==> config.mk <==
export PLATFORM = sky130hd
export DESIGN_NAME = hypot_top
export DESIGN_NICKNAME = d
export VERILOG_FILES = /design/src/common/hypot_pkg.sv /design/src/source/hypot_top.sv /design/src/hypot/magnitude_out.sv /design/src/hypot/isqrt_step.sv /design/src/hypot/square_sum.sv
export VERILOG_INCLUDE_DIRS = /design/src /design/src/common
export SDC_FILE = /design/constraint.sdc
export NUM_CORES = 1
export LEC_CHECK = 0
export BUFFER_PORTS_ARGS = -buffer_cell sky130_fd_sc_hd__clkbuf_2
export CORE_MARGIN = 2
export CORE_UTILIZATION = 45
export CTS_CLUSTER_SIZE = 8
export DETAILED_ROUTE_END_ITERATION = 10
export SLEW_MARGIN = 20
export SYNTH_ARGS = -nofsm -noshare
export SYNTH_HDL_FRONTEND = slang
export SYNTH_SLANG_ARGS = --single-unit
==> constraint.sdc <==
create_clock -name clk -period 3.6 [get_ports clk]
set_input_delay 0.54 -clock clk [delete_from_list [all_inputs] [get_ports clk]]
set_output_delay 0.54 -clock clk [all_outputs]
set_load 0.02 [all_outputs]
==> src/common/hypot_cfg.svh <==
`ifndef HYPOT_CFG_SVH
`define HYPOT_CFG_SVH

// Width of each unsigned operand, x on ui_in and y on uio_in
`define HYPOT_IN_W   8

// Full width of x*x + y*y, no wrap at 16 bits
`define HYPOT_RAD_W  17

// Root width. One root bit per digit stage, so this is also the stage count
`define HYPOT_ROOT_W 9

// Result width on uo_out after saturation
`define HYPOT_OUT_W  8

`endif
==> src/common/hypot_pkg.sv <==
`include "hypot_cfg.svh"

package hypot_pkg;

    // One input operand
    typedef logic [`HYPOT_IN_W-1:0] operand_t;

    // Sum of squares and the running remainder.
    // Carries one zero bit above the 17-bit sum so the radicand splits
    // into nine whole bit pairs, one pair per digit stage.
    typedef logic [`HYPOT_RAD_W:0] radicand_t;

    // Partial root inside the loop, final root at its end
    typedef logic [`HYPOT_ROOT_W-1:0] root_t;

    // Saturated magnitude as driven on the output pins
    typedef logic [`HYPOT_OUT_W-1:0] mag_t;

endpackage

==> src/source/hypot_top.sv <==
`timescale 1ns/1ps
`include "hypot_cfg.svh"

module hypot_top (
    input  logic [7:0] ui_in,       // x operand
    input  logic [7:0] uio_in,      // y operand
    output logic [7:0] uo_out,      // floor(sqrt(x*x + y*y)), saturated
    output logic [7:0] uio_out,     // Bit 0 is the result-valid flag
    output logic [7:0] uio_oe,
    input  logic       ena,         // Advances the whole pipeline
    input  logic       clk,
    input  logic       rst_n
);
    import hypot_pkg::*;

    localparam int N_STAGES = `HYPOT_ROOT_W;

    // Index i feeds stage i, index N_STAGES is the loop output
    logic      stage_valid [0:N_STAGES];
    radicand_t stage_rem   [0:N_STAGES];
    radicand_t stage_rad   [0:N_STAGES];
    root_t     stage_root  [0:N_STAGES];

    logic      res_valid;

    // Squares, one enabled cycle
    square_sum u_square_sum (
        .clk   (clk),
        .rst_n (rst_n),
        .ena   (ena),
        .x     (ui_in),
        .y     (uio_in),
        .valid (stage_valid[0]),
        .rad   (stage_rad[0])
    );

    // Digit loop starts from an empty remainder and an empty root
    assign stage_rem[0]  = '0;
    assign stage_root[0] = '0;

    // One root bit per stage, MSB first
    for (genvar i = 0; i < N_STAGES; i++) begin : g_step
        isqrt_step u_step (
            .clk       (clk),
            .rst_n     (rst_n),
            .ena       (ena),
            .in_valid  (stage_valid[i]),
            .in_rem    (stage_rem[i]),
            .in_rad    (stage_rad[i]),
            .in_root   (stage_root[i]),
            .out_valid (stage_valid[i+1]),
            .out_rem   (stage_rem[i+1]),
            .out_rad   (stage_rad[i+1]),
            .out_root  (stage_root[i+1])
        );
    end

    // Saturate and drive the pins, one enabled cycle
    magnitude_out u_magnitude_out (
        .clk      (clk),
        .rst_n    (rst_n),
        .ena      (ena),
        .in_valid (stage_valid[N_STAGES]),
        .root     (stage_root[N_STAGES]),
        .valid    (res_valid),
        .mag      (uo_out)
    );

    // Only bit 0 of the bidirectional bank is an output
    assign uio_out = {7'b0, res_valid};
    assign uio_oe  = 8'h01;

endmodule

==> src/hypot/magnitude_out.sv <==
`timescale 1ns/1ps
`include "hypot_cfg.svh"

module magnitude_out (
    input  logic             clk,
    input  logic             rst_n,
    input  logic             ena,
    input  logic             in_valid,
    input  hypot_pkg::root_t root,
    output logic             valid,
    output hypot_pkg::mag_t  mag
);
    import hypot_pkg::*;

    logic over;
    mag_t mag_sat;

    // Roots of 256 and up only come from x*x + y*y >= 65536
    assign over    = |root[`HYPOT_ROOT_W-1:`HYPOT_OUT_W];
    assign mag_sat = over ? {`HYPOT_OUT_W{1'b1}} : root[`HYPOT_OUT_W-1:0];

    always_ff @(posedge clk or negedge rst_n) begin
        if (!rst_n) begin
            valid <= 1'b0;
            mag   <= '0;
        end else if (ena) begin
            valid <= in_valid;
            // Pin value holds its last result while empty slots drain after reset
            if (in_valid) begin
                mag <= mag_sat;
            end
        end
    end

endmodule

==> src/hypot/isqrt_step.sv <==
`timescale 1ns/1ps
`include "hypot_cfg.svh"

module isqrt_step (
    input  logic                 clk,
    input  logic                 rst_n,
    input  logic                 ena,
    input  logic                 in_valid,
    input  hypot_pkg::radicand_t in_rem,
    input  hypot_pkg::radicand_t in_rad,
    input  hypot_pkg::root_t     in_root,
    output logic                 out_valid,
    output hypot_pkg::radicand_t out_rem,
    output hypot_pkg::radicand_t out_rad,
    output hypot_pkg::root_t     out_root
);
    import hypot_pkg::*;

    radicand_t rem_sh;      // Remainder with the next bit pair brought down
    radicand_t trial;       // 4*root + 1
    logic      fits;
    radicand_t rem_next;
    root_t     root_next;
    radicand_t rad_next;

    // Bring down the top two radicand bits into the remainder.
    // The remainder never exceeds 2*root, so no bits are lost in the shift.
    assign rem_sh = {in_rem[`HYPOT_RAD_W-2:0], in_rad[`HYPOT_RAD_W -: 2]};

    assign trial = {in_root, 2'b01};    // Zero-extended to the radicand width

    assign fits = (rem_sh >= trial);

    // Restoring step: subtract only when the trial value fits
    assign rem_next = fits ? (rem_sh - trial) : rem_sh;

    // New root bit enters at the bottom.
    // The top bit is still zero here in every stage but the last one.
    assign root_next = {in_root[`HYPOT_ROOT_W-2:0], fits};

    // Consumed pair leaves at the top, so every stage reads the same bits
    assign rad_next = {in_rad[`HYPOT_RAD_W-2:0], 2'b00};

    always_ff @(posedge clk or negedge rst_n) begin
        if (!rst_n) begin
            out_valid <= 1'b0;
        end else if (ena) begin
            out_valid <= in_valid;
        end
    end

    // Datapath moves with ena only
    always_ff @(posedge clk) begin
        if (ena) begin
            out_rem  <= rem_next;
            out_rad  <= rad_next;
            out_root <= root_next;
        end
    end

endmodule

==> src/hypot/square_sum.sv <==
`timescale 1ns/1ps

module square_sum (
    input  logic                 clk,
    input  logic                 rst_n,
    input  logic                 ena,
    input  hypot_pkg::operand_t  x,
    input  hypot_pkg::operand_t  y,
    output logic                 valid,
    output hypot_pkg::radicand_t rad
);
    import hypot_pkg::*;

    radicand_t x_sq;
    radicand_t y_sq;
    radicand_t sum_sq;

    // Operands widen to the radicand before the multiply
    assign x_sq   = x * x;
    assign y_sq   = y * y;
    assign sum_sq = x_sq + y_sq;    // Up to 130050, needs bit 16

    // Every sample taken while ena is high is a live sample
    always_ff @(posedge clk or negedge rst_n) begin
        if (!rst_n) begin
            valid <= 1'b0;
        end else if (ena) begin
            valid <= 1'b1;
        end
    end

    always_ff @(posedge clk) begin
        if (ena) begin
            rad <= sum_sq;          // Top pair is {0, sum[16]}
        end
    end

endmodule

=== After elaboration in Yosys (flattened, before gate mapping) ===
Cells that the tools add are included.

* Logic and storage cells: 69
* Input port bits: 19
* Output and inout port bits: 24
* Register bits: 269

* $add $sub $neg: 9
* Reduce and logical (&&, ||, !) cells: 1
* Multiply operators: 2
* Order comparisons: 9
* Muxes and demuxes: 9

{| class="wikitable"
|+ Operators with widths
! cell !! number
|-
| 16-bit two-way mux || 7
|-
| 8-bit by 8-bit multiplier with 16-bit output || 2
|-
| 18-bit by 10-bit >= comparator with 1-bit output || 1
|-
| 18-bit by 3-bit >= comparator with 1-bit output || 1
|-
| 18-bit by 4-bit >= comparator with 1-bit output || 1
|-
| 18-bit by 5-bit >= comparator with 1-bit output || 1
|-
| 18-bit by 6-bit >= comparator with 1-bit output || 1
|-
| 18-bit by 7-bit >= comparator with 1-bit output || 1
|-
| 18-bit by 8-bit >= comparator with 1-bit output || 1
|-
| 18-bit by 9-bit >= comparator with 1-bit output || 1
|-
| 16-bit by 16-bit adder with 17-bit output || 1
|-
| 16-bit by 3-bit subtractor with 16-bit output || 1
|-
| 16-bit by 4-bit subtractor with 16-bit output || 1
|-
| 16-bit by 5-bit subtractor with 16-bit output || 1
|-
| 16-bit by 6-bit subtractor with 16-bit output || 1
|-
| 16-bit by 7-bit subtractor with 16-bit output || 1
|-
| 16-bit by 8-bit subtractor with 16-bit output || 1
|-
| 16-bit by 9-bit subtractor with 16-bit output || 1
|-
| 8-bit two-way mux || 1
|-
| 2-bit by 1-bit subtractor with 3-bit output (second input constant) || 1
|-
| 2-bit by 1-bit >= comparator with 1-bit output (second input constant) || 1
|-
| 2-bit two-way mux || 1
|-
| 2-bit AND reduction || 1
|}

=== Depth between registers and ports, before layout ===
* Word-level depth: 2
* Gate-level depth with buffers: 20
* Gate-level depth less buffers: 20

=== Hierarchy ===
Synthesis repeated with hierarchy kept, for this count alone.

* Cells, all modules: 1981
* Area, all modules: 24317.1 um2

{| class="wikitable"
|+ By module, submodules not included
! module !! area an instance (um2) !! times used !! sequential area each (um2) !! cells an instance
|-
| isqrt_step (g_step[1].u_step ...) || 2168.3 || 5 || 1316.3 || 172
|-
| isqrt_step (g_step[7].u_step ...) || 2219.6 || 2 || 1316.3 || 165
|-
| square_sum || 4111.4 || 1 || 535.5 || 398
|-
| isqrt_step (g_step[0].u_step) || 2214.6 || 1 || 1316.3 || 164
|-
| isqrt_step (g_step[6].u_step) || 2163.3 || 1 || 1316.3 || 172
|-
| magnitude_out || 419.2 || 1 || 225.2 || 39
|-
| hypot_top || 127.6 || 1 || 0.0 || 18
|}

=== Least setup slack after synthesis ===
Ideal clock, no wire load.

* Path kind: input-to-reg
* Start: input uio_in[5]
* End: register u_square_sum.rad[14] (data pin)
* Data arrival time: 5.236 ns
* Setup time: 0.258 ns
* Stages on the path: 18
* Data required time: 3.342 ns
* Setup slack: -1.894 ns
* Path buffers: 1
* Cells stage by stage: clkbuf_1 inv_1 nor2_1 fa_1 fa_1 fa_1 fa_1 fa_1 inv_1 fa_1 inv_1 ha_1 o21ai_0 nand2_1 o221ai_1 o21ai_0 a21oi_1 xnor2_1

* Word-level cells in the longest chain between the ends: 2

{| class="wikitable"
|+ RTL lines
! item !! line !! source
|-
| start, declared || hypot_top.sv:6 || <nowiki>input logic [7:0] uio_in,</nowiki>
|-
| 8-bit by 8-bit multiplier with 16-bit output || square_sum.sv:20 || <nowiki>assign y_sq = y * y;</nowiki>
|-
| 16-bit by 16-bit adder with 17-bit output || square_sum.sv:21 || <nowiki>assign sum_sq = x_sq + y_sq;</nowiki>
|-
| via u_square_sum.sum_sq[14] || square_sum.sv:16 || <nowiki>radicand_t sum_sq;</nowiki>
|-
| end signal, assigned || square_sum.sv:34 || <nowiki>rad <= sum_sq;</nowiki>
|-
| end, declared || square_sum.sv:10 || <nowiki>output hypot_pkg::radicand_t rad</nowiki>
|}

The timed path passes the listed nets, and every way through them passes these cells.
A chain may end at the register's enable or synchronous reset.

=== Final worst setup path ===
* Start: input ui_in[5]
* End: register u_square_sum.rad[16] (data pin)

* Word-level cells in the longest chain between the ends: 2

{| class="wikitable"
|+ RTL lines
! item !! line !! source
|-
| start, declared || hypot_top.sv:5 || <nowiki>input logic [7:0] ui_in,</nowiki>
|-
| 8-bit by 8-bit multiplier with 16-bit output || square_sum.sv:19 || <nowiki>assign x_sq = x * x;</nowiki>
|-
| 16-bit by 16-bit adder with 17-bit output || square_sum.sv:21 ||
|-
| via u_square_sum.sum_sq[16] || square_sum.sv:16 ||
|}

The timed path passes the listed nets, and every way through them passes these cells.

==> flow_summary.ini <==
[timing]
timing.final.hold_violations = 0
clock_skew_ns = 0.0261
finalMaxSlewViolations = 0
post-route-period-util_pct = 130
min_period_ns = 4.69
rsz0062_at_grt = true
slew_headroom_pct = 47.3
setup_viol = 13
fmax_ghz = 0.213
tightestPinTransition_ns = 0.790
setup_ws_ns = -1.09
final.setup.tns_ns = -10.98

[detailed_routing]
routedWlPerCell_um = 13.3
wl_met3_um = 764
firstDrtPassIters = 5
route.detailed.drc = 0
met1_length_um = 10300
num_vias = 8982
first_iter_violations = 289
met2WireLength_um = 12600
postRouteWirelength_um = 24200
via_per_inst = 4.93
postRouteAntennaNets = 0
top_layer = met4

[pwr]
p_total_mw = 14.2
internal_power_mw = 9.47
p_per_area_nw_per_um2 = 790
p_seq_share_pct = 30.9
p_clk_share_pct = 22.3
power_frac_comb_pct = 46.7
p_sw_mw = 4.71
power.leakage_nw = 7.35
switching_share_pct = 33.2
peakVddDrop_uv = 888

[layout]
num-fill-cells = 2787
diodes = 0
multi_input_area_um2 = 6980
design_area_um2 = 17900
layout-drive-gt1-share_pct = 19.5
fin_nets = 1565
area_delta_synth_final_pct = 19.4
regArea_um2 = 7680
fin_util_pct = 54.9

[worst_setup_path]
required_ns = 3.85
critical_path_class = in -> reg
crit_arrival_ns = 4.94
crit_fanout = 5
startpoint_type = input pin
end_kind = register

[die]
core_um2 = 32700
io_pins = 43
placement_rows = 66
fp.dieW_um = 187
start_util_pct = 46.0
dieArea_um2 = 34900
die_h_um = 187

[yosys]
yosys.area.top_type_share_pct = 47.9
synth_common_cells = edfxtp_1, inv_1, ha_1
synth-edff-count = 240
synthesis.area_per_instance_um2 = 12.3
ys_seq_elements = 259
syn_area_um2 = 15000
syn-instance-count = 1224
synth_most_common_cell = edfxtp_1
synth_area_leaders = edfxtp_1, fa_1, ha_1
ys_seq_area_share_pct = 51.1
synth-main-ff-cell = edfxtp_1
yosys_warnings = 0
ys_types = 63
synthArstFlopShare_pct = 7.34
yosys.area.top_type = edfxtp_1

[clocking]
root_buffer = clkbuf_16
cts_buffers = 38
clk_pin_slew_ns = 0.05
clkSinkCount = 259
clock_path_buffers = 3
clk_latency_ns = 0.52
htree_levels = 2
cts_tree = yes

[global_route]
grt_pass1_wl_um = 42000
antenna_found_initial = 0
grt_pass1_vias = 9222
track_usage_pct = 14.2
grt_max_degree = 97
grt_overflow = 0

[place]
hpwlAfterDp_um = 17700
gp_congestion = 0.866
placed_area_um2 = 16300
portBuffers = 27

[run_status]
violations = setup timing
status = finished, violations left

[min_path]
hp-class = reg -> reg

[flow_run]
drv_cap = 0
-- final timing paths --
check	endpoint	slack, ns	cells past startpoint	start
max	u_square_sum.rad[16]	-1.09	19	ui_in[5]
max reg2reg	g_step[7].u_step.out_rem[13]	0.83	7	g_step[6].u_step.out_rem[0]
min	g_step[0].u_step.out_rad[7]	0.39	0	u_square_sum.rad[5]
max in group asynchronous	g_step[8].u_step.out_valid	2.76	2	rst_n
min reg2reg	g_step[0].u_step.out_rad[7]	0.39	0	u_square_sum.rad[5]
min in group asynchronous	g_step[1].u_step.out_valid	0.52	2	rst_n
-- stage by stage --
| step | setup WS [ns] | cells | hold slack (ns) |
|---|---|---|---|
| 3_5_place_dp | -1.75 | 1752 | 0.405 |
| 6_report | -1.09 | 1822 | 0.388 |
| 3_3_place_gp | -1.70 | 1752 | 0.401 |
| 5_1_grt | -1.19 | 1822 | 0.419 |
| 4_1_cts | -1.11 | 1820 | 0.390 |
| 2_1_floorplan | -1.45 | 1238 | 0.244 |
-- worst max-delay path, stage by stage --
cell and delay (ns):
clkbuf_16 0.13, and2_4 0.16, fa_2 0.53, inv_2 0.04, fa_2 0.56, inv_2 0.03, fa_1 0.50, fa_2 0.45
fa_1 0.48, inv_1 0.05, fa_1 0.49, inv_2 0.05, ha_4 0.28, o21ai_4 0.06, nand2_2 0.08, o221ai_4 0.12
o21bai_1 0.20, a21oi_2 0.08, xnor2_1 0.12
-- placed cells by master, fill, tap and decap left out, types with 16 or more instances in the layout --
cell       instances
a21oi_1           28
and2_1            33
buf_4             79
clkbuf_1          18
clkbuf_16         43
conb_1            16
dfrtp_1           19
edfxtp_1         240
fa_1              63
ha_1              98
inv_1            149
inv_2             16
nand2_1           60
nor2_1            67
nor3_1            28
nor4_1            25
o21a_1            19
o21ai_0           38
xnor2_1           41
xor2_1            41
-- registers in the layout, summed over array words and instances (netlist names) --
signal and cells:
u_square_sum.rad 17, g_step.u_step.out_valid 9, u_magnitude_out.mag 8, u_square_sum.valid 1
g_step.u_step.out_rad 72, g_step.u_step.out_root 45, g_step.u_step.out_rem 106, u_magnitude_out.valid 1
-- final cells by class --
class | count | area share (%)
Multi-Input combinational cell | 782 | 38.9
Tap cell | 442 | 3.08
Sequential cell | 259 | 42.8
Inverter | 165 | 3.45
Clock inverter | 4 | 0.377
Timing Repair Buffer | 114 | 5.68
Clock buffer | 56 | 5.68
-- repair_timing --
| item | 4_1_cts | 5_1_grt |
|---|---|---|
| resized for setup | 81 | 34 |
| endpoints found under the hold margin | 19 | 0 |
| pin swaps | 47 | 44 |
| buffers inserted | 8 | 2 |
| setup endpoints to repair | 13 | 13 |
| hold buffers | 1 | 0 |
-- layer usage --
metal	vias to the layer above	track usage [%]
met4	0	4.55
li1	4502	-
met5	-	0
met1	4306	17.6
met3	52	2.54
met2	122	25.3
-- power groups by stage --
stage                     registers [mW]  logic [mW]  clock network, mW
after floorplan                     4.35        4.12                  0
after global placement              4.43        5.67                  0
after detailed placement            4.43        5.73                  0
after CTS                           4.39        6.41               3.27
after global routing                4.44        7.45               3.39
final                               4.38        6.63               3.17
-- cell families (layout without fill, tap and decap cells) --
group           count (synthesis)  in the layout  share of synthesized area [%]
compound gates                153            153                           6.57
fa+ha+maj                     186            186                           19.3
other cells                     2             16                         0.0500
mux                            21             21                           1.52
flops                         259            259                           51.1
xor+xnor                       84             84                           4.94
simple gates                  322            322                           11.1
buf+inv                       197            339                           5.39
Power figures use the tool's default switching activity.
